**src/rtl/flag_read_pkg.sv**
```systemverilog
package flag_read_pkg;

   // list values and the compared input stream
   localparam int data_w = 32;

   // external data bus
   localparam int axi_addr_w = 32;
   localparam int len_w = 8;

   // internal memory, top bit picks the bank
   localparam int default_addr_w = 10;

   // width of each address generator setting
   localparam int cfg_w = 10;

   // address generator settings, 50 bits in all
   typedef struct packed {
      logic [cfg_w-1:0] iterations;
      logic [cfg_w-1:0] period;
      logic [cfg_w-1:0] duty;
      logic [cfg_w-1:0] shift;
      logic [cfg_w-1:0] incr;
   } gen_cfg_t;

   // cycles from read address to read data in ping_pong_mem
   localparam int mem_rd_latency = 1;

endpackage

```
**src/rtl/write_addr_gen.sv**
```systemverilog
`timescale 1ns/1ns

module write_addr_gen #(
   parameter int addr_w = flag_read_pkg::default_addr_w
) (
   input  logic                    clk,
   input  logic                    rst,
   input  logic                    run,
   input  flag_read_pkg::gen_cfg_t cfg,
   input  logic                    wr_word,
   output logic [addr_w-1:0]       gen_addr
);
   import flag_read_pkg::*;

   logic [cfg_w-1:0]  per_cnt;
   logic [cfg_w-1:0]  iter_cnt;
   logic [addr_w-1:0] base;
   logic [addr_w-1:0] base_nxt;
   logic              active;
   logic              period_end;
   logic              last_iter;

   assign base_nxt = base + addr_w'(cfg.shift);

   // compare against count plus one so a zero setting wraps
   assign period_end = (per_cnt + cfg_w'(1) == cfg.period);
   assign last_iter = (iter_cnt + cfg_w'(1) == cfg.iterations);

   always_ff @(posedge clk or posedge rst) begin
      if (rst) begin
         per_cnt <= '0;
         iter_cnt <= '0;
         base <= '0;
         gen_addr <= '0;
         active <= 1'b0;
      end else if (run) begin
         per_cnt <= '0;
         iter_cnt <= '0;
         base <= '0;
         gen_addr <= '0;
         active <= (cfg.iterations != '0);
      end else if (wr_word && active) begin
         if (period_end) begin
            per_cnt <= '0;
            if (last_iter) begin
               // out of iterations, keep the last address
               active <= 1'b0;
            end else begin
               iter_cnt <= iter_cnt + cfg_w'(1);
               base <= base_nxt;
               gen_addr <= base_nxt;
            end
         end else begin
            per_cnt <= per_cnt + cfg_w'(1);
            // only the first duty words of a period step
            if (per_cnt < cfg.duty) begin
               gen_addr <= gen_addr + addr_w'(cfg.incr);
            end
         end
      end
   end

endmodule

```
**config.mk**
```make
export PLATFORM = sky130hd
export DESIGN_NAME = write_addr_gen
export DESIGN_NICKNAME = d
export VERILOG_FILES = /design/src/rtl/flag_read_pkg.sv /design/src/rtl/write_addr_gen.sv
export SDC_FILE = /design/constraint.sdc
export NUM_CORES = 1
export LEC_CHECK = 0
export BUFFER_PORTS_ARGS = -buffer_cell sky130_fd_sc_hd__clkbuf_2
export CAP_MARGIN = 20
export CORE_ASPECT_RATIO = 1.25
export CORE_MARGIN = 4
export CORE_UTILIZATION = 55
export DETAILED_ROUTE_END_ITERATION = 10
export HOLD_SLACK_MARGIN = 0.15
export PLACE_DENSITY = 0.84
export SKIP_CTS_REPAIR_TIMING = 1
export SYNTH_ARGS = -nofsm -noshare
export SYNTH_HDL_FRONTEND = slang
export SYNTH_SLANG_ARGS = --single-unit
```
**constraint.sdc**
```tcl
create_clock -name clk -period 8.3 [get_ports clk]
set_input_delay 0.83 -clock clk [delete_from_list [all_inputs] [get_ports clk]]
set_output_delay 0.83 -clock clk [all_outputs]
set_load 0.03 [all_outputs]
```
## Yosys cells after proc, flatten, opt, wreduce, memory -nomap -nowiden

Index checks and enable logic that the tools add are counted.

- Magnitude comparators: 1
- Equal/unequal tests: 4
- Reduce and logical (&&, ||, !) cells: 9
- $add $sub $neg: 4
- Mux-type cells: 19

Operators by type and width:

| kind | count |
|---|---|
| $mux W10 | 15 |
| $add A10 B1 Y10 const B | 2 |
| $add A10 B10 Y10 | 2 |
| $eq A10 B10 Y1 | 2 |
| $lt A10 B10 Y1 | 1 |
| $reduce_bool A10 Y1 | 1 |
| $reduce_and A3 Y1 | 3 |
| $reduce_bool A2 Y1 | 3 |
| $mux W1 | 4 |
| $ne A3 B3 Y1 const B | 1 |
| $reduce_bool A3 Y1 | 1 |
| $ne A2 B2 Y1 const B | 1 |
| $logic_and A1 B1 Y1 | 1 |

- Bits of input ports: 54
- Output and inout bits: 10
- Bits in registers: 41
- Logic and storage cells: 42

## Depth between registers and ports, before layout

- Depth after elaboration: 6
- Gate-level depth with buffers: 13
- Depth with buffers taken out: 11

## Worst setup path before layout

Ideal clock, no wire load.

- Kind: flip-flop to flip-flop
- Start point: register per_cnt[0]
- End point: register iter_cnt[5]
- Period minus slack after synthesis: 3248 ps
- Stages on the path, launching flop included: 13
- Setup slack: 5052 ps
- Arrival time: 3170 ps
- Buffers on the path: 3
- Library setup time: 78 ps
- Required time: 8222 ps
- Cells stage by stage: dfrtp_1 > ha_1 > and3_1 > buf_4 > xnor2_1 > nor4_1 > nand3_1 > or4_1 > buf_2 > or3_4 > buf_6 > or4_1 > a21oi_1

- Word-level cells in the longest chain between the ends: 4

Ends and longest elaborated chain:

| what | line | source |
|---|---|---|
| start: declaration | write_addr_gen.sv:15 | `logic [cfg_w-1:0] per_cnt;` |
| start signal: assignment | write_addr_gen.sv:54 | `per_cnt <= per_cnt + cfg_w'(1);` |
| $add A10 B1 Y10 | write_addr_gen.sv:26 | `assign period_end = (per_cnt + cfg_w'(1) == cfg.period);` |
| $eq A10 B10 Y1 | write_addr_gen.sv:26 |  |
| $reduce_bool A2 Y1 (no line) | -- |  |
| $reduce_and A3 Y1 (no line) | -- |  |
| end signal: assignment | write_addr_gen.sv:49 | `iter_cnt <= iter_cnt + cfg_w'(1);` |
| end: declaration | write_addr_gen.sv:16 | `logic [cfg_w-1:0] iter_cnt;` |

Every way passes these cells.
A chain may end at the register's enable or synchronous reset.

## Final worst setup path

- Start point: register per_cnt[0]
- End point: register gen_addr[9]

- Word-level cells in the longest chain between the ends: 5
- Elaborated cells between the ends (all ways): 9
- Classes of those cells: 1 x add/sub; 1 x order compare; 2 x eq/ne; 3 x mux; 2 x reduce/logical

Ends and longest elaborated chain:

| what | line | source |
|---|---|---|
| $add A10 B1 Y10 | write_addr_gen.sv:26 |  |
| $eq A10 B10 Y1 | write_addr_gen.sv:26 |  |
| $mux W10 | write_addr_gen.sv:43 | `if (period_end) begin` |
| $mux W10 | write_addr_gen.sv:42 | `end else if (wr_word && active) begin` |
| $mux W10 | write_addr_gen.sv:36 | `end else if (run) begin` |
| end signal: assignment | write_addr_gen.sv:51 | `gen_addr <= base_nxt;` |
| end signal: assignment | write_addr_gen.sv:57 | `gen_addr <= gen_addr + addr_w'(cfg.incr);` |
| end: declaration | write_addr_gen.sv:11 | `output logic [addr_w-1:0] gen_addr` |

Parallel ways exist; a longest one is shown, timed or not. The select of a mux whose other input is x is not followed.

==> results.sh <==
export IMPL_outcome="finished, final reports clean"
export IMPL_worstSetupEndpointType="register"
export IMPL_globalRouteOverflowTotal=0
export IMPL_slowest_stage="or4_1"
export IMPL_clockBufferDepth=2
export IMPL_synth_avg_cell_area_um2=8.870
export IMPL_drt_initial_drc_count=212
export IMPL_clkSinkCount=41
export IMPL_syn_inst=392
export IMPL_fin_crit_sh_pct=47.46
export IMPL_worst_r2r_cell_count=10
export IMPL_ios=64
export IMPL_fp_dieW_um=79.12
export IMPL_ys_warnings_count=0
export IMPL_min_period_ns=3.939
export IMPL_required_ns=8.49
export IMPL_final_core_utilization_pct=63.96
export IMPL_synth_distinct_cells=53
export IMPL_via_per_inst=5.750
export IMPL_portBuffers=63
export IMPL_root_buffer="clkbuf_8"
export IMPL_core_region_area_um2=6166
export IMPL_clk_latency_ns=0.30
export IMPL_power_switching_w=0.0002352
export IMPL_pwr_share_comb_pct=41.6
export IMPL_synth_edff_count=0
export IMPL_hold_depth=2
export IMPL_area_growth_pct=13.42
export IMPL_hold_class="reg2reg"
export IMPL_die_h_um=96.90
export IMPL_cap_violations=0
export IMPL_firstDrtPassIters=5
export IMPL_final_max_slew_viol_count=0
export IMPL_fillCellCount=544
export IMPL_regToRegSetupSlack_ns=4.36
export IMPL_grtUsageTotal_pct=21.31
export IMPL_ctsHtreeMaxLevel=2
export IMPL_drt_wl_total_um=7924
export IMPL_hold_viol=0
export IMPL_layout_setup_ws_ns=4.361
export IMPL_worstReg2RegEnd="gen_addr[9]"
export IMPL_synth_area_leader_cell="dfrtp_1"
export IMPL_slowest_delay_ns=0.64
export IMPL_critPathLaunchType="register"
export IMPL_numCtsBuffers=5
export IMPL_wire_per_inst_um=14.78
export IMPL_finClkSkew_ns=0.007408
export IMPL_grt_pass1_wl_um=13300
export IMPL_total_power_w=0.0006375
export IMPL_antenna_found_initial=0
export IMPL_placed_cells=529
export IMPL_max_freq_ghz=0.2538
export IMPL_internal_power_w=0.0004023
export IMPL_final_cells=536
export IMPL_cp_max_fo=32
export IMPL_synth_top_area_share_pct=29.51
export IMPL_clk_pin_slew_ns=0.08
export IMPL_syn_area_um2=3477
export IMPL_sequentialPowerShare_pct=37.4
export IMPL_max_slew_worst_pin_slew_ns=0.8440
export IMPL_ys_seq_area_share_pct=29.51
export IMPL_synth_area_leaders="dfrtp_1, ha_1, xnor2_1, mux2i_1, xor2_1"
export IMPL_fp_dieArea_um2=7666
export IMPL_remaining_drc_errors=0
export IMPL_ant_nets=0
export IMPL_start_util_pct=56.39
export IMPL_synth_net_count=477
export IMPL_gp_congestion=0.9004
export IMPL_power_density_nw_per_um2=161.6
export IMPL_synth_main_ff_cell="dfrtp_1"
export IMPL_fin_nets=536
export IMPL_grt_pass1_vias=2977
export IMPL_clkPwrFrac_pct=20.9
export IMPL_rsz0062_at_grt="no"
export IMPL_cts_tree="done"
export IMPL_arrival_ns=4.13
export IMPL_maxSlewHeadroom_pct=43.73
export IMPL_dpl_worst_slack_ns=4.429
export IMPL_crit_chain="ha_1, and3_1, xnor2_1, nor4_1, nand3_1, or4_1, or3_4, nor3b_1, buf_4, o41ai_2"
export IMPL_drive_gt1_share_pct=19.07
export IMPL_finalSetupViolCount=0
export IMPL_vias=3082
export IMPL_swShare_pct=36.89
export IMPL_yosysMostFrequentCell="dfrtp_1"
export IMPL_leakage_nw=1.856
export IMPL_min_from="base[0]"
export IMPL_worstSetupPathType="reg2reg"
export IMPL_fin_setup_tns_ns=0
export IMPL_irDropWorstVdd_mv=0.2084
export IMPL_ys_seq_elements=41
export IMPL_min_to="base[0]"
export IMPL_diodes=0
export IMPL_dp_hpwl_um=6101
export IMPL_ys_async_sr_fraction_pct=100.0
export IMPL_rows=32
export IMPL_synth_common_cells="dfrtp_1, nor2_1, xnor2_1, ha_1, a21oi_1"
export IMPL_grt_max_degree=43
export IMPL_r2r_start="per_cnt[0]"
-- cells in the final DEF, fill, tap and decap left out, drive strengths merged, types with 3 or more instances in the layout --
cell type,count
a211oi,4
a21oi,26
a22o,3
and3,4
buf,3
clkbuf,70
dfrtp,41
ha,29
inv,22
mux2,9
mux2i,17
nand2,20
nand3,11
nand4,3
nor2,40
nor2b,7
nor3,7
nor4,4
o211ai,3
o21a,3
o21ai,17
o31ai,6
o41ai,3
or2,3
or3,10
or4,8
xnor2,35
xor2,18
-- area by class of cell --
class,count,area (um2),area share (%)
multi-input cells,315,2305,58.44
flip-flops and latches,41,1026,26.02
repair buffers,66,337.8,8.566
well taps,85,106.4,2.697
clock buffers,7,86.33,2.189
inverters,22,82.58,2.094
-- critical path: cells and delay by family (launching register included) --
family,cells,cell delay (ns)
flip-flops,1,0.45
buffers and inverters,1,0.22
XOR/XNOR,1,0.15
AND/OR/NAND/NOR,6,2.35
AO/OA/AOI/OAI,1,0.35
adder cells (fa/ha/maj),1,0.30
-- how the worst max path moves through the flow --
stage,cells after the start,endpoint,startpoint
global route,10,gen_addr[9],per_cnt[0]
detailed placement,10,gen_addr[8],cfg[34]
finish,10,gen_addr[9],per_cnt[0]
floorplan,12,iter_cnt[5],per_cnt[0]
global placement,10,gen_addr[9],cfg[34]
CTS,10,gen_addr[9],per_cnt[0]
-- through the flow --
stage,hold WS (ns),instance area (um2)
3_3_place_gp,0.5099,3857
3_5_place_dp,0.5247,3857
6_report,0.5334,3944
5_1_grt,0.5622,3944
4_1_cts,0.5425,3944
2_1_floorplan,0.4862,3477
-- state kept, by name, indices dropped and copies added (netlist names) --
signal and flops:
active 1, base 10, gen_addr 10, iter_cnt 10, per_cnt 10
-- cell families after synthesis --
kind of cell,Yosys count,share of synthesized area (%)
AO/OA/AOI/OAI,79,14.83
XOR/XNOR,53,13.35
adder cells (fa/ha/maj),31,11.59
buffers and inverters,36,4.390
flip-flops,41,29.51
multiplexers,26,7.809
AND/OR/NAND/NOR,126,18.53
-- layer usage --
layer	vias up	routed length, um	global-route usage, %
met5	-	0	0
met4	0	208	7.937
met3	19	424	3.724
met2	97	4075	36.19
met1	1434	3216	26.70
li1	1532	-	-
-- power by group through the flow --
stage | clock [W] | sequential (W) | combinational, W
6_report | 0.000133 | 0.000239 | 0.000265
5_1_grt | 0.000143 | 0.000242 | 0.000295
4_1_cts | 0.000137 | 0.000239 | 0.000269
3_5_place_dp | 0 | 0.000243 | 0.000266
3_3_place_gp | 0 | 0.000242 | 0.000258
2_1_floorplan | 0 | 0.000274 | 0.000163
No activity file was read; power rests on OpenSTA's default activity.
