===== src/rtl/flag_read_pkg.sv =====
package flag_read_pkg;

   // list values and the compared input stream
   localparam int data_w = 32;

   // external data bus
   localparam int axi_addr_w = 32;
   localparam int len_w = 8;

   // internal memory, top bit picks the bank
   localparam int default_addr_w = 10;

   // width of each address generator setting
   localparam int cfg_w = 10;

   // address generator settings, 50 bits in all
   typedef struct packed {
      logic [cfg_w-1:0] iterations;
      logic [cfg_w-1:0] period;
      logic [cfg_w-1:0] duty;
      logic [cfg_w-1:0] shift;
      logic [cfg_w-1:0] incr;
   } gen_cfg_t;

   // cycles from read address to read data in ping_pong_mem
   localparam int mem_rd_latency = 1;

endpackage


===== src/rtl/mem_port_if.sv =====
`timescale 1ns/1ns

interface mem_port_if #(
   parameter int addr_w = flag_read_pkg::default_addr_w,
   parameter int data_w = flag_read_pkg::data_w
);

   logic              en;
   logic              we;
   logic [addr_w-1:0] addr;
   logic [data_w-1:0] wdata;
   logic [data_w-1:0] rdata;

   // block that issues accesses
   modport owner (output en, output we, output addr, output wdata, input rdata);

   // memory side
   modport memory (input en, input we, input addr, input wdata, output rdata);

endinterface


===== src/rtl/value_scanner.sv =====
`timescale 1ns/1ns

module value_scanner #(
   parameter int addr_w = flag_read_pkg::default_addr_w
) (
   input  logic                            clk,
   input  logic                            rst,
   input  logic                            run,
   input  logic                            advance,
   output logic [flag_read_pkg::data_w-1:0] current_value,
   output logic                            current_valid,
   mem_port_if.owner                       rd_port
);
   import flag_read_pkg::*;

   logic [addr_w-1:0]         scan_addr;
   logic [mem_rd_latency-1:0] valid_sr;

   // list position, back to the start on every run
   always_ff @(posedge clk or posedge rst) begin
      if (rst) begin
         scan_addr <= '0;
      end else if (run) begin
         scan_addr <= '0;
      end else if (advance) begin
         scan_addr <= scan_addr + addr_w'(1);
      end
   end

   // data is stale until the read of the new address returns
   always_ff @(posedge clk or posedge rst) begin
      if (rst) begin
         valid_sr <= '0;
      end else if (run || advance) begin
         valid_sr <= '0;
      end else begin
         valid_sr <= (valid_sr << 1) | mem_rd_latency'(1);
      end
   end

   assign rd_port.en = 1'b1;
   assign rd_port.we = 1'b0;
   assign rd_port.addr = scan_addr;
   assign rd_port.wdata = '0;

   assign current_value = rd_port.rdata;
   assign current_valid = valid_sr[mem_rd_latency-1];

endmodule


===== src/flat_wrapper.sv =====
// flat-port wrapper written by rule: the top's interface ports become plain ports
module value_scanner_flat import flag_read_pkg::*;
#(
   parameter int addr_w = flag_read_pkg::default_addr_w
)
  (clk, rst, run, advance, current_value, current_valid, rd_port_en, rd_port_we, rd_port_addr, rd_port_wdata, rd_port_rdata);
  mem_port_if #(.addr_w(addr_w)) rd_port_i ();
  input  logic clk;
  input  logic rst;
  input  logic run;
  input  logic advance;
  output logic [flag_read_pkg::data_w-1:0] current_value;
  output logic current_valid;
  output wire logic [$bits(rd_port_i.en)-1:0] rd_port_en;
  output wire logic [$bits(rd_port_i.we)-1:0] rd_port_we;
  output wire logic [$bits(rd_port_i.addr)-1:0] rd_port_addr;
  output wire logic [$bits(rd_port_i.wdata)-1:0] rd_port_wdata;
  input wire logic [$bits(rd_port_i.rdata)-1:0] rd_port_rdata;
  assign rd_port_en = rd_port_i.en;
  assign rd_port_we = rd_port_i.we;
  assign rd_port_addr = rd_port_i.addr;
  assign rd_port_wdata = rd_port_i.wdata;
  assign rd_port_i.rdata = rd_port_rdata;
  value_scanner #(.addr_w(addr_w)) u_core (.clk(clk), .rst(rst), .run(run), .advance(advance), .current_value(current_value), .current_valid(current_valid), .rd_port(rd_port_i));
endmodule

===== config.mk =====
export PLATFORM = sky130hd
export DESIGN_NAME = value_scanner_flat
export DESIGN_NICKNAME = d
export VERILOG_FILES = /design/src/rtl/flag_read_pkg.sv /design/src/rtl/mem_port_if.sv /design/src/rtl/value_scanner.sv /design/src/flat_wrapper.sv
export SDC_FILE = /design/constraint.sdc
export NUM_CORES = 1
export LEC_CHECK = 0
export BUFFER_PORTS_ARGS = -buffer_cell sky130_fd_sc_hd__buf_2
export CAP_MARGIN = 20
export CORE_MARGIN = 1
export CORE_UTILIZATION = 37
export DETAILED_ROUTE_END_ITERATION = 12
export GPL_ROUTABILITY_DRIVEN = 0
export PLACE_DENSITY = 0.87
export SYNTH_ARGS = -nofsm -noshare
export SYNTH_HDL_FRONTEND = slang
export SYNTH_SLANG_ARGS = --single-unit

===== constraint.sdc =====
create_clock -name clk -period 2.9 [get_ports clk]
set_input_delay 0.87 -clock clk [delete_from_list [all_inputs] [get_ports clk]]
set_output_delay 0.87 -clock clk [all_outputs]
set_load 0.005 [all_outputs]

### After elaboration in Yosys (flattened, before gate mapping)

Index checks and enable logic that the tools add are counted.

* flip-flop bits (word level): 11
* input port bits: 36
* output and inout port bits: 77
* logic and storage cells: 8

* add/sub/neg operators: 1
* muxes and demuxes: 3
* reduce and logical (&&, ||, !) cells: 2

Operator list (number)
* $mux 10: 2
* $add 10x1->10 const B: 1
* $reduce_bool 2->1: 1
* $logic_or 1x1->1: 1
* $mux 1: 1

### Logic depth before layout (Yosys ltp)

Gate-level depths: netlist (run 1).

* depth after elaboration: 3
* mapped depth: 4
* gate-level depth less buffers: 4

### Worst setup path after synthesis (run 1)

No wires, ideal clock.

* path type: input-to-output
* start: input port rd_port_rdata[0]
* end: output port current_value[0] (netlist name)
* data arrival time: 0.981 ns
* data required time: 2.030 ns
* setup slack: 1.049 ns
* cell stages on the path: 1
* path buffers: 1
* path through: buf_4

RTL lines
* from (decl): line flat_wrapper.sv:18 `input wire logic [$bits(rd_port_i.rdata)-1:0] rd_port_rdata;`
* to (decl): line flat_wrapper.sv:12 `output logic [flag_read_pkg::data_w-1:0] current_value;`

No word-level cell between the ends.

### Worst setup path after layout (run 1)

* start: register u_core.scan_addr[0], in the netlist u_core.rd_port.addr[0]
* end: output port rd_port_addr[0]

RTL lines
* from (decl): line value_scanner.sv:16 `logic [addr_w-1:0] scan_addr;`
* from (signal assigned): line value_scanner.sv:26 `scan_addr <= scan_addr + addr_w'(1);`
* to (decl): line flat_wrapper.sv:16 `output wire logic [$bits(rd_port_i.addr)-1:0] rd_port_addr;`

No word-level cell between the ends.

==> reports/metrics.csv, run 1 <==
metric;value;unit
status;finished clean;
Synth top cells by count;67 x buf_4, 11 x dfrtp_1, 6 x nor2_1;
Placed Instances;127;
# DRC;0;
Post-synth EDFFs;0;
Initial DRT Pass Iterations;3;
Endpoint, Worst Hold;u_core.rd_port.addr[9]$_DFFE_PP0N_;
final setup vio count;0;
Ant. Diodes;0;
root buffer cell;clkbuf_4;
Power Total;0.298;mW
Worst-path clk slew;0.07;ns
syn_area_per_cell;8.66;um2
Layout Area Growth over Synthesis;-24.5;%
Setup TNS;0;ns
Design Area, Final;778;um2
clock skew;0.00690;ns
dominant cell by count in the synthesized netlist;buf_4;
Final min period;1.79;ns
R2R Path Start;u_core.rd_port.addr[0]$_DFFE_PP0N_;
worst hold stages;2;
cell count after synthesis;119;
Vias;549;
Core Region;0.00254;mm2
initial antenna violation count;0;
drt via density;4.19;
Max-cap violations;0;
vias in the first global route;387;
Routed WL per cell;10.2;um
LEAKAGE;0.411;nW
main flop type after synthesis;dfrtp_1;
Synth cell types;20;
cells on worst reg2reg path;4;
RSZ-0062 raised after global routing;false;
Post-CTS Setup Inserts;0;
hold path start;u_core.rd_port.addr[9]$_DFFE_PP0N_;
Final Cycle Share;61.6;%
WP buf/inv;1;
I/O pin count;113;
f_max;560;MHz
WL final;1330;um
CP Cell Sequence;buf_2;
sequential element share of the synthesized area;26.7;%
largest net degree at the start of global routing;13;
CTS max path bufs;2;
Req. time, crit path;2.03;ns
Crit-path slowest cell;dfrtp_1;
First DRT Iteration DRCs;4;
FP Rows;18;
starting density of the core;40.5;%
register bit total from synthesis;11;
fin. max-slew vios;0;
Worst R2R Setup Slack;1.43;ns
area post-placement;752;um2
Global Route Usage Sum;9.42;%
Worst-Skew Late Latency;0.27;ns
top cells by area, synth;buf_4 49%, dfrtp_1 27%, o31ai_1 2.9%;
CP delay by family, top;flip-flops;
cts bufs inserted;3;
WS Path Type;reg2out;
Power Dens Cells;383;mW/mm2
H-tree depth;1;
Die Y;54.8;um
Async SR Flop Fraction;100;%
share of cells above drive strength 1;18.8;%
Worst R2R End;u_core.rd_port.addr[6]$_DFFE_PP0N_;
first-pass GRT wire length;1860;um
TritonCTS clock tree;built;
Warnings, synthesis;0;
Final Hold Violating Endpoints;0;
Yosys top cell area share;48.8;%
Post-Syn Area;0.00103;mm2
Post-DRT Antenna Nets;0;
CTS resizes;0;
startpoint types;flip-flop;
clk sinks;11;
arrival time at the worst endpoint;0.92;ns
Port Buffers;14;
Post-CTS Hold Fix Bufs;0;
VDD IR max;0.216;mV
die area;0.00300;mm2
Final #Nets;139;
Die W;54.8;um
Hold Path Class;reg2reg;
GRT Residual Overflow;0;
critical path endpoint category;output pin;
final cell count without fillers;131;
worst-path fanout max;7;
Synth area leader;buf_4;
CP max stage delay;0.48;ns
==> stage by stage <==
step,setup WS (ns),util (%),hold WS (ns)
after detailed placement,0.932,29.5,0.549
after global placement,0.961,29.5,0.541
after global routing,1.03,30.6,0.592
after CTS,1.10,30.6,0.561
after floorplan,1.05,-,0.540
final,1.11,30.6,0.558
==> final cells by class <==
type                    instances  area (um2)
inverters                       1        3.75
fillers                       299        1770
multi-input cells              71         365
flip-flops and latches         11         275
well taps                      30        37.5
repair buffers                 14        70.1
clock buffers                   4        26.3
==> cell families after synthesis <==
family / after synthesis / share of synthesized area, %
AO/OA/AOI/OAI: 11 / 7.04
XOR/XNOR: 4 / 3.40
adder cells (fa/ha/maj): 1 / 1.21
buffers and inverters: 69 / 49.5
flip-flops: 11 / 26.7
multiplexers: 1 / 0.971
other: 2 / 0.728
AND/OR/NAND/NOR: 20 / 10.4
==> sequential cells by signal, summed over array words and instances, names as in the netlist <==
signal and count:
u_core.current_valid 1, u_core.rd_port.addr 10
==> worst max path at each step <==
stage                                  startpoint                                  to  slack, ns  cells past startpoint
2_1_floorplan                    rd_port_rdata[0]                    current_value[0]       1.05                      1
3_3_place_gp                                  run  u_core.rd_port.addr[9]$_DFFE_PP0N_       0.96                      4
3_5_place_dp                                  run  u_core.rd_port.addr[7]$_DFFE_PP0N_       0.93                      4
4_1_cts        u_core.rd_port.addr[0]$_DFFE_PP0N_                     rd_port_addr[0]       1.10                      1
5_1_grt        u_core.rd_port.addr[0]$_DFFE_PP0N_                     rd_port_addr[0]       1.03                      1
6_report       u_core.rd_port.addr[0]$_DFFE_PP0N_                     rd_port_addr[0]       1.11                      1
==> power by group <==
| part | leakage (nW) | total, mW | switching (mW) | internal, mW |
|---|---|---|---|---|
| Sequential | 0.151 | 0.163 | 0.00611 | 0.157 |
| Clock | 0.0150 | 0.104 | 0.0507 | 0.0532 |
| Combinational | 0.245 | 0.0315 | 0.0232 | 0.00825 |
| Total | 0.411 | 0.298 | 0.0800 | 0.218 |
==> layer usage <==
layer  wire length [um]  part of all wire (%)  vias to the layer above  track usage (%)
met2                609                    46                       32             11.4
met4                 12                  0.90                        0             6.84
li1                   -                     -                      255                -
met1                557                    42                      258             11.1
met3                153                    11                        4             6.67
met5                  0                     0                        -                0
==> cell usage in the layout (no fill, tap or decap) <==
cell and count:
conb_1 34, buf_2 14, dfrtp_1 11, nor2_1 6, a21oi_1 5, nand2_1 4
o31ai_1 4, or4_1 4, xor2_1 3, nand4_1 3, clkbuf_4 3, nand3_2 1
o211ai_2 1, nand3_1 1, o21ai_0 1, or3_1 1, inv_1 1, xnor2_1 1
mux2i_1 1, ha_1 1, clkbuf_1 1
Power figures use the tool's default switching activity.
==> inputs of run 2 (changes only) <==
- CORE_UTILIZATION: 37 -> 34
- PLACE_DENSITY: 0.87 -> 0.81
- clock period: 2.9 -> 1.75 ns (I/O delays scaled with it)
==> reports/metrics.csv, run 2 (synthesis gave the netlist of run 1 again) <==
metric;value;unit;change
crit path from;u_core.rd_port.addr[0]$_DFFE_PP0N_;;
Die W;57.1;um;+4.2%
initial antenna violation count;0;;unchanged
failing checks;DRC;;
Worst R2R Setup Slack;0.27;ns;-1.16 ns
Final min period;1.48;ns;
clock skew;0.00476;ns;-0.00214 ns
cts bufs inserted;3;;unchanged
Design Area, Final;795;um2;+2.1%
Worst-path clk slew;0.07;ns;about the same
final setup vio count;0;;unchanged
Post-DRT Antenna Nets;0;;unchanged
commonest non-fill, non-tap cell in the layout;conb_1;;
LEAKAGE;0.420;nW;+2.3%
first-pass GRT wire length;2130;um;+15%
Largest register FFs;10;;unchanged
share of cells above drive strength 1;20.4;%;+1.6 points
Setup crit end;u_core.rd_port.addr[8]$_DFFE_PP0N_;;
Global Route Usage Sum;8.87;%;-0.55 points
vias in the first global route;454;;+17%
fin. max-slew vios;0;;unchanged
Post-CTS Setup Inserts;0;;unchanged
root buffer cell;clkbuf_4;;
Core Region;0.00281;mm2;+10%
H-tree depth;1;;unchanged
most frequent cells in the layout;34 x conb_1, 14 x buf_2, 11 x dfrtp_1;;
GRT Residual Overflow;0;;unchanged
CTS resizes;0;;unchanged
I/O pin count;113;;unchanged
largest net degree at the start of global routing;12;;-1
startpoint types;flip-flop;;
CTS max path bufs;2;;unchanged
Vias;569;;+3.6%
Die Y;57.1;um;+4.2%
arrival time at the worst endpoint;1.67;ns;+0.75 ns
# DRC;16;;+16
f_max;678;MHz;
worst-path fanout max;7;;unchanged
Ant. Diodes;0;;unchanged
status;complete, but fails checks;;
DP HPWL;1050;um;
RSZ-0062 raised after global routing;false;;
clk sinks;11;;unchanged
Power Dens Cells;629;mW/mm2;+64%
Layout Area Growth over Synthesis;-22.9;%;
VDD IR max;0.179;mV;-17%
drt via density;4.25;;+1.3%
Final Hold Violating Endpoints;0;;unchanged
Routed WL per cell;10.8;um;+5.8%
WL final;1440;um;+8.3%
Initial DRT Pass Iterations;8;;+5
Req. time, crit path;1.95;ns;-0.08 ns
Final #Nets;141;;+1.4%
Setup TNS;0;ns;unchanged
die area;0.00326;mm2;+8.5%
Post-CTS Hold Fix Bufs;0;;unchanged
WS Path Type;reg2reg;;
First DRT Iteration DRCs;30;;+26
FP Rows;19;;+1
starting density of the core;36.8;%;-3.8 points
Final Cycle Share;84.3;%;
Worst R2R End;u_core.rd_port.addr[8]$_DFFE_PP0N_;;
Hold Path Class;in2async;;
Worst-Skew Late Latency;0.27;ns;about the same
R2R Path Start;u_core.rd_port.addr[0]$_DFFE_PP0N_;;
critical path endpoint category;flip-flop;;
TritonCTS clock tree;built;;
cells on worst reg2reg path;4;;unchanged
Port Buffers;14;;unchanged
area post-placement;768;um2;+2.2%
Max-cap violations;0;;unchanged
-- run 2: metal layers --
metal  wire length [um]  track usage [%]  vias to the layer above
li1                   -                -                      255
met1                578             9.70                      266
met2                648             13.4                       40
met3                186             4.76                        8
met4                 27             5.57                        0
met5                  0                0                        -
-- run 2: where the power goes --
| part | switching, mW | leakage (nW) | internal [mW] | total [mW] |
|---|---|---|---|---|
| Clock | 0.0856 | 0.0150 | 0.0884 | 0.174 |
| Sequential | 0.00977 | 0.151 | 0.260 | 0.270 |
| Combinational | 0.0394 | 0.254 | 0.0165 | 0.0559 |
| Total | 0.135 | 0.420 | 0.365 | 0.500 |
-- run 2: how the worst min path moves through the flow --
stage / end / slack (ns)
floorplan: u_core.current_valid$_DFF_PP0_ / 0.38
global placement: u_core.rd_port.addr[8]$_DFFE_PP0N_ / 0.53
detailed placement: u_core.rd_port.addr[9]$_DFFE_PP0N_ / 0.53
CTS: u_core.rd_port.addr[9]$_DFFE_PP0N_ / 0.24
global route: u_core.rd_port.addr[9]$_DFFE_PP0N_ / 0.26
finish: u_core.rd_port.addr[9]$_DFFE_PP0N_ / 0.23
-- run 2: cell type report --
type                       count  area [um2]
fill                         307        2010
multi-input combinational     71         365
sequential                    11         275
timing repair buffer          16        85.1
tap                           31        38.8
clock buffer                   4        26.3
inverter                       1        3.75
-- run 2: critical path, cell delays in order (launching register included) --
cell	delay, ns
dfrtp_1	0.48
ha_1	0.27
nand2_1	0.08
or4_1	0.40
a21oi_1	0.17
-- run 2: through the flow --
stage	hold WS [ns]	total power [mW]	instances	setup slack, ns	util (%)
3_3_place_gp	0.534	0.330	130	0.256	27.4
2_1_floorplan	0.377	0.426	151	0.304	-
3_5_place_dp	0.535	0.330	130	0.233	27.4
5_1_grt	0.265	0.534	134	0.171	28.3
6_report	0.229	0.500	134	0.275	28.3
4_1_cts	0.239	0.505	134	0.267	28.3
