[src/rtl/flag_read_pkg.sv]
package flag_read_pkg;

   // list values and the compared input stream
   localparam int data_w = 32;

   // external data bus
   localparam int axi_addr_w = 32;
   localparam int len_w = 8;

   // internal memory, top bit picks the bank
   localparam int default_addr_w = 10;

   // width of each address generator setting
   localparam int cfg_w = 10;

   // address generator settings, 50 bits in all
   typedef struct packed {
      logic [cfg_w-1:0] iterations;
      logic [cfg_w-1:0] period;
      logic [cfg_w-1:0] duty;
      logic [cfg_w-1:0] shift;
      logic [cfg_w-1:0] incr;
   } gen_cfg_t;

   // cycles from read address to read data in ping_pong_mem
   localparam int mem_rd_latency = 1;

endpackage

[src/rtl/match_timer.sv]
`timescale 1ns/1ns

module match_timer (
   input  logic                            clk,
   input  logic                            rst,
   input  logic                            run,
   input  logic                            running,
   input  logic                            disabled,
   input  logic [flag_read_pkg::data_w-1:0] in0,
   input  logic [flag_read_pkg::data_w-1:0] current_value,
   input  logic                            current_valid,
   input  logic [31:0]                     loaded_count,
   input  logic [31:0]                     delay0,
   output logic                            advance,
   output logic [flag_read_pkg::data_w-1:0] out0,
   output logic                            done
);
   import flag_read_pkg::*;

   logic [31:0] delay_cnt;
   logic [31:0] need;
   logic        compare_en;

   assign compare_en = running && (delay_cnt == '0) && (need != '0) && current_valid;
   assign advance = compare_en && (in0 == current_value);

   // flag word follows the match, masked when disabled
   assign out0 = {data_w{advance && !disabled}};
   assign done = (need == '0);

   always_ff @(posedge clk or posedge rst) begin
      if (rst) begin
         delay_cnt <= '0;
      end else if (run) begin
         delay_cnt <= delay0;
      end else if (delay_cnt != '0) begin
         delay_cnt <= delay_cnt - 32'd1;
      end
   end

   // matches still owed against the previous load
   always_ff @(posedge clk or posedge rst) begin
      if (rst) begin
         need <= '0;
      end else if (run) begin
         need <= loaded_count;
      end else if (advance) begin
         need <= need - 32'd1;
      end
   end

endmodule

[config.mk]
export PLATFORM = sky130hd
export DESIGN_NAME = match_timer
export DESIGN_NICKNAME = d
export VERILOG_FILES = /design/src/rtl/flag_read_pkg.sv /design/src/rtl/match_timer.sv
export SDC_FILE = /design/constraint.sdc
export NUM_CORES = 1
export LEC_CHECK = 0
export ABC_AREA = 1
export BUFFER_PORTS_ARGS = -buffer_cell sky130_fd_sc_hd__buf_2
export CORE_MARGIN = 8
export CORE_UTILIZATION = 53
export CTS_CLUSTER_SIZE = 25
export DETAILED_ROUTE_END_ITERATION = 8
export PLACE_DENSITY = 0.92
export SETUP_SLACK_MARGIN = 0.3
export SYNTH_ARGS = -nofsm -noshare
export SYNTH_HDL_FRONTEND = slang
export SYNTH_SLANG_ARGS = --single-unit
[constraint.sdc]
create_clock -name clk -period 4.1 [get_ports clk]
set_clock_uncertainty 0.15 [all_clocks]
set_input_delay 0.41 -clock clk [delete_from_list [all_inputs] [get_ports clk]]
set_output_delay 0.41 -clock clk [all_outputs]
set_load 0.005 [all_outputs]
[Word-level counts from Yosys, hierarchy flattened]
Cells that the tools add are included.
Widths: inputs -> output; s select.
Operators by class
  add/subtract/negate cells: 2
  multiply operators: 0
  eq/ne operators: 1
  $lt $le $gt $ge: 0
  reduce and logical (&&, ||, !) cells: 12
  multiplexer cells: 4
  div/mod/pow operators: 0
  bitwise operators: 0
  shift operators: 0
Operators with widths (number)
  $mux 32: 4
  $logic_not 32->1: 2
  $reduce_bool 32->1: 2
  $sub 32x1->32 const B: 2
  $eq 32x32->1: 1
  $logic_and 1x1->1: 5
  $reduce_bool 2->1: 2
  $logic_not 1->1: 1
Word-level totals
  output and inout bits: 34
  memory bits (read-only): 0
  memories kept: 0
  register bits after elaboration: 64
  input port bits: 134
  RAM bits: 0
  latch bits: 0

[Logic depth before layout (Yosys ltp)]
Gate-level depths: netlist of run 1.
  word-level depth: 7
  depth in mapped cells: 14

[Least setup slack after synthesis of run 1]
OpenSTA, ideal clock, no wires.
  path kind: register -> output
  start point: register delay_cnt[0]
  end point: output port out0[10] in the netlist's numbering
  data required time: 3540 ps
  arrival: 3341 ps
  setup slack: 199 ps
  buffers on the path: 1
  stages on the path, launching flop included: 9
  cells stage by stage: dfrtp_1 inv_1 ha_1 nand2_2 nor2_4 nand4_1 nand3b_1 nor3_1 buf_4
Between the ends
  longest elaborated chain between the ends: 6
RTL lines
  start, declared: RTL line match_timer.sv:20  | logic [31:0] delay_cnt;
  start signal, assigned: RTL line match_timer.sv:35  | delay_cnt <= delay0;
  start signal, assigned: RTL line match_timer.sv:37  | delay_cnt <= delay_cnt - 32'd1;
  $logic_not 32->1: RTL line match_timer.sv:24  | assign compare_en = running && (delay_cnt == '0) && (need != '0) && current_valid;
  $logic_and 1x1->1 (3 in series): RTL line match_timer.sv:24
  $logic_and 1x1->1: RTL line match_timer.sv:25  | assign advance = compare_en && (in0 == current_value);
  $logic_and 1x1->1: RTL line match_timer.sv:28  | assign out0 = {data_w{advance && !disabled}};
  end, declared: RTL line match_timer.sv:15  | output logic [flag_read_pkg::data_w-1:0] out0,
Every way passes these cells.

[Worst setup path after layout of run 1]
  start point: register delay_cnt[0]
  end point: output port out0[24] in the netlist's numbering
The elaborated chain is that of the path after synthesis.

==> results of run 1 <==
## state kept, by name (all words and copies together) (netlist names)
name,cells
delay_cnt,32
need,32
## metal layers
layer,track usage,wire [um],vias up
met5,0,0,-
met4,0.06886,304,0
met3,0.05372,1404,27
met2,0.3680,7147,264
met1,0.2889,6810,2645
li1,-,-,3071
## layout make-up
cell class                      instances  area [um^2]  area share
Clock buffer                           10        137.6     0.02144
Clock inverter                          6        115.1     0.01793
Inverter                              110        412.9     0.06431
Multi-Input combinational cell        689         3107      0.4839
Sequential cell                        64         1602      0.2495
Tap cell                              136        170.2     0.02651
Timing Repair Buffer                  172        875.8      0.1364
## what timing repair did
item / in CTS / in global routing
endpoints found under the setup margin: 0 / 0
hold endpoints to repair: 26 / 0
resized for setup: 0 / 0
hold buffers: 1 / 0
## report_power, final
| part | switching (uW) | internal (uW) |
|---|---|---|
| logic | 303 | 196 |
| registers | 83.7 | 702 |
| clock network | 269 | 424 |
## worst max-delay path by stage
stage	to	slack, ps	depth (start not counted)
floorplan	out0[10]	960	8
global placement	out0[24]	1500	9
detailed placement	need[29]	1370	12
CTS	out0[24]	1010	9
global route	out0[24]	850	9
finish	out0[24]	1040	9
## cell families after synthesis
group | share of synthesized area
xor gates and xnor gates | 0.05774
adders and majority gates | 0.004582
AOI/OAI and AO/OA | 0.07264
DFF | 0.2933
buffers and inverters | 0.1386
and+or+nand+nor | 0.4331
## per-stage QoR
step	cell area [um^2]	total power, uW
floorplan	5465	1123
global route	6420	2103
CTS	6420	1978
global placement	6157	1270
detailed placement	6157	1286
finish	6420	1978
## worst max-delay path, delay by kind of cell, from the launching register on
kind / cells / cell delay [ps]
AND/OR/NAND/NOR: 5 / 1020
buffers and inverters: 3 / 530
flip-flops: 1 / 400
adder cells (fa/ha/maj): 1 / 210
## cell usage in the layout, fill, tap and decap left out, types with 2 or more instances in the layout
master     Yosys  final
a21oi_1       15     15
inv_1        109    108
buf_4         31      4
nand3_1       72     72
xor2_1        25     25
inv_2          1      2
nor2_2         7      7
nand2_1      313    313
nor2_1       141    141
nand4_1       15     15
ha_1           2      2
bufinv_16      0      3
o21ai_0       54     54
nand2_2        4      4
buf_2          3    167
nand3b_1       2      2
xnor2_1       11     11
dfrtp_1       64     64
clkbuf_8       0     10
o21ai_1        3      3
and2_1         3      3
nor3_1        11     10
==> flow_summary_export.csv, run 1 <==
group,metric,value,unit
cts,cts.clk_slew.worst_paths,80,ps
routing,drt_pass1_iterations,7,
timing,hold_slack,115.0,ps
layout,stdcell_count,1187,
timing,setup_violations,0,
cts,clock_latency,340,ps
layout,drive_gt1_frac,0.1941,
die,io_pins,168,
synthesis,syn_inst,916,
cts,numCtsBuffers,9,
die,fp.dieW,117.5,um
timing,finalHoldViolCount,0,
grt,antenna_found_initial,0,
synthesis,ys_seq_area_frac,0.2933,
timing,worstMarginPinSlew,685.4,ps
synthesis,avgSynthCellArea,5.961,um^2
worst_setup_path,cp-end-kind,"primary output",
routing,vias,6007,
grt,overflow,0,
routing,wl_per_cell,13.20,um
routing,routed_wl,15.67,mm
synthesis,synth_area,5460,um^2
layout,nNetsFinal,1182,
routing,drt_iter0_markers,444,
timing,maxSlewViolCount,0,
timing,tns,0,ps
layout,diodes,0,
synthesis,synth.top_cells.by_count,"313 x nand2_1, 141 x nor2_1, 109 x inv_1",
power_and_ir_drop,p_leak,0.003624,uW
cts,clk_path_buf_depth,2,
die,initial_core_util,0.5361,
synthesis,ys_top_cells_by_area,"dfrtp_1 29%, nand2_1 22%, nor2_1 9.7%, inv_1 7.5%, nand3_1 6.6%",
synthesis,synth.top_cell.area_share,0.2933,
power_and_ir_drop,powerDensity,308.1,nW/um^2
place,place_inst,1170,
layout,area_growth,17.58,%
timing,fin_crit,3055,ps
min_path,hold_depth,3,
timing,fin_ws,1045,ps
min_path,hold_end,"delay_cnt[29]",
synthesis,yosysMostFrequentCell,"nand2_1",
routing,drc_errors,0,
timing,fmax,327.3,MHz
status,status,"finished, final reports clean",
synthesis,yosys.area.top_type,"dfrtp_1",
worst_setup_path,r2r_slack,1330,ps
grt,grt_pass1_vias,5616,
worst_setup_path,crit_start,"delay_cnt[0]",
cts,cts_tree,"built",
die,rows,37,
synthesis,syn-num-nets,1052,
worst_setup_path,cp.required,3540,ps
layout,fill_cells,964,
synthesis,yosysWarnings,0,
timing,slew_headroom,0.5415,
worst_setup_path,cp_cell_sequence,"inv_1 > ha_1 > nand2_2 > nor2_4 > nand4_1 > nand3b_1 > nor3_2 > buf_4 > buf_2",
worst_setup_path,startpoint_type,"flip-flop",
cts,cts_sinks,64,
routing,avgViaCountPerCell,5.061,
min_path,hp-class,"primary input to flip-flop",
place,io_buffers,167,
cts,root_buffer,"clkbuf_8",
worst_setup_path,r2r-start,"delay_cnt[0]",
cts,cts_setup_buffers,0,
worst_setup_path,cp_max_fo,32,
synthesis,synth_top_flop_cell,"dfrtp_1",
worst_setup_path,rr_endpoint,"need[29]",
grt,grt_util_all_layers,0.2255,
grt,grt_max_degree,75,
worst_setup_path,ff2ff_path_depth,12,
die,die_h,117.5,um
worst_setup_path,slowest_stage,"dfrtp_1",
place,pre_cts_ws,1369,ps
synthesis,synth_edf_count,0,
grt,grt_pass1_wl,26.33,mm
routing,drtAntennaViolNets,0,
min_path,min_from,"delay0[29]",
die,core,10180,um^2
synthesis,async_reset_ff_frac,1.000,
worst_setup_path,critPathMaxStageDelay,400,ps
place,globalplace.congestion,0.9283,
run,cap_violations,0,
layout,utilization,0.6303,
place,dp_hpwl,12.14,mm
synthesis,ys_ff_latch,64,
die,die_area,13810,um^2
power_and_ir_drop,ir_worst_vdd,0.0002341,V
worst_setup_path,criticalPathCategory,"flip-flop to primary output",
synthesis,synth.distinct_cells,35,
cts,htreeDepth,3,
timing,rsz0062_at_grt,"no",
timing,post-route-period-util,0.7452,
worst_setup_path,arrival,2500,ps
(Power assumes the default switching activity.)
==> run 2: changes to the inputs <==
--- a/config.mk
+++ b/config.mk
@@ -8,10 +8,10 @@
 export ABC_AREA = 1
 export BUFFER_PORTS_ARGS = -buffer_cell sky130_fd_sc_hd__buf_2
 export CORE_MARGIN = 8
-export CORE_UTILIZATION = 53
+export CORE_UTILIZATION = 48
 export CTS_CLUSTER_SIZE = 25
 export DETAILED_ROUTE_END_ITERATION = 8
-export PLACE_DENSITY = 0.92
+export PLACE_DENSITY = 0.88
 export SETUP_SLACK_MARGIN = 0.3
 export SYNTH_ARGS = -nofsm -noshare
 export SYNTH_HDL_FRONTEND = slang
==> constraint.sdc (replaced) <==
create_clock -name clk -period 2.6 [get_ports clk]
set_clock_uncertainty 0.15 [all_clocks]
set_input_delay 0.26 -clock clk [delete_from_list [all_inputs] [get_ports clk]]
set_output_delay 0.26 -clock clk [all_outputs]
set_load 0.005 [all_outputs]
==> run 2 against run 1 <==
Effect of this change:
- register-to-register slack got worse by 920 ps
- non-clock buffer count rose by 58
- flip-flop and latch count did not move
- wire length rose by 18%
- critical path type unchanged
==> flow_summary_export.csv, run 2 (same netlist as run 1, synthesis figures left out) <==
group,metric,value,unit
routing,avgViaCountPerCell,5.179,
timing,fin_ws,67.74,ps
timing,worstMarginPinSlew,704.7,ps
routing,routed_wl,18.47,mm
place,pre_cts_ws,247.0,ps
grt,grt_max_degree,75,
power_and_ir_drop,ir_worst_vdd,0.0004149,V
cts,cts_tree,"built",
layout,utilization,0.6397,
place,place_inst,1180,
cts,clk_path_buf_depth,2,
routing,wl_per_cell,14.76,um
grt,grt_util_all_layers,0.2372,
grt,grt_pass1_vias,6202,
power_and_ir_drop,p_comb_frac,0.297,
worst_setup_path,cp-end-kind,"primary output",
place,dp_hpwl,12.49,mm
min_path,hp-class,"primary input to flip-flop",
power_and_ir_drop,p_seq_frac,0.371,
layout,drive_gt1_frac,0.2545,
worst_setup_path,cp.required,2190,ps
die,fp.dieW,122.7,um
power_and_ir_drop,p_leak,0.003965,uW
timing,fin_crit,2532,ps
die,die_area,15040,um^2
layout,reg_top3,"delay_cnt: 32 flops, need: 32 flops",
timing,post-route-period-util,0.9739,
layout,area_growth,32.06,%
place,globalplace.congestion,0.9172,
timing,finalHoldViolCount,0,
cts,numCtsBuffers,9,
power_and_ir_drop,netSwitchingFraction,0.3439,
layout,layout_commonest_cell,"nand2_1",
status,status,"finished, final reports clean",
timing,maxSlewViolCount,0,
die,rows,39,
run,cap_violations,0,
die,die_h,122.7,um
routing,vias,6479,
layout,nNetsFinal,1240,
grt,antenna_found_initial,0,
place,io_buffers,167,
power_and_ir_drop,p_sw,1149,uW
routing,drt_iter0_markers,571,
die,core,11270,um^2
cts,root_buffer,"clkbuf_16",
die,initial_core_util,0.4844,
die,io_pins,168,
worst_setup_path,startpoint_type,"flip-flop",
power_and_ir_drop,internal_power,2192,uW
worst_setup_path,arrival,2120,ps
cts,htreeDepth,3,
routing,drt_pass1_iterations,8,
timing,fmax,394.9,MHz
timing,tns,0,ps
cts,clock_latency,340,ps
cts,cts.clk_slew.worst_paths,60,ps
timing,rsz0062_at_grt,"yes",
power_and_ir_drop,powerDensity,463.3,nW/um^2
timing,setup_violations,0,
power_and_ir_drop,pwr-share-clk,0.332,
worst_setup_path,cp_max_fo,8,
grt,overflow,0,
grt,grt_pass1_wl,28.65,mm
routing,drc_errors,0,
layout,layout_common_cells,"308 x nand2_1, 154 x buf_2, 119 x nor2_1, 103 x inv_1, 70 x nand3_1",
layout,stdcell_count,1251,
timing,hold_slack,1.749,ps
layout,diodes,0,
cts,cts_sinks,64,
worst_setup_path,criticalPathCategory,"flip-flop to primary output",
routing,drtAntennaViolNets,0,
timing,slew_headroom,0.5302,
[run 2: critical path, stage by stage (launching register included)]
cell and delay, ps:
dfrtp_1 420, nor2_2 150, nand2_1 110, nor2_2 150, nand4_1 160, nand3b_1 250
nor3_4 160, buf_6 150, buf_8 120, buf_2 120
[run 2: layout make-up]
cell class / instances / area (um^2)
clock buffer: 12 / 246.5
sequential: 64 / 1604
clock inverter: 3 / 18.77
inverter: 110 / 412.9
timing repair buffer: 230 / 1485
multi-input combinational: 689 / 3264
tap: 143 / 178.9
fill: 974 / 4061
[run 2: metrics by stage]
step	area, um^2	total power (uW)
global placement	6237	2017
global route	7211	3531
floorplan	5489	1779
CTS	6987	3248
detailed placement	6237	2045
finish	7211	3341
[run 2: path summary, 6_finish.rpt]
| check | start | end | slack (ps) | cells past startpoint |
|---|---|---|---|---|
| max | delay_cnt[21] | out0[13] | 70 | 9 |
| min | delay0[11] | delay_cnt[11] | 2 | 3 |
| max reg2reg | delay_cnt[0] | need[20] | 410 | 13 |
| min reg2reg | delay_cnt[1] | delay_cnt[1] | 360 | 2 |
| max in group asynchronous | rst | need[16] | 1610 | 4 |
| min in group asynchronous | rst | delay_cnt[29] | 390 | 4 |
[run 2: what timing repair did]
item	CTS	global route
pin swaps	14	9
endpoints found under the setup margin	34	70
setup buffers	23	14
endpoints found under the hold margin	79	0
resized for setup	40	28
hold buffers	16	0
cloned	3	0
[run 2: power groups by stage]
| stage | clock [uW] | combinational [uW] | sequential [uW] |
|---|---|---|---|
| floorplan | 0 | 560 | 1220 |
| global placement | 0 | 772 | 1240 |
| detailed placement | 0 | 796 | 1250 |
| CTS | 1110 | 909 | 1230 |
| global route | 1170 | 1110 | 1250 |
| finish | 1110 | 993 | 1240 |
[run 2: metal layers]
metal	routed length (um)	GRT usage	up-vias
li1	-	-	3188
met1	7198	0.2756	2853
met2	8750	0.4049	372
met3	1918	0.05566	66
met4	600	0.1142	0
met5	0	0	-
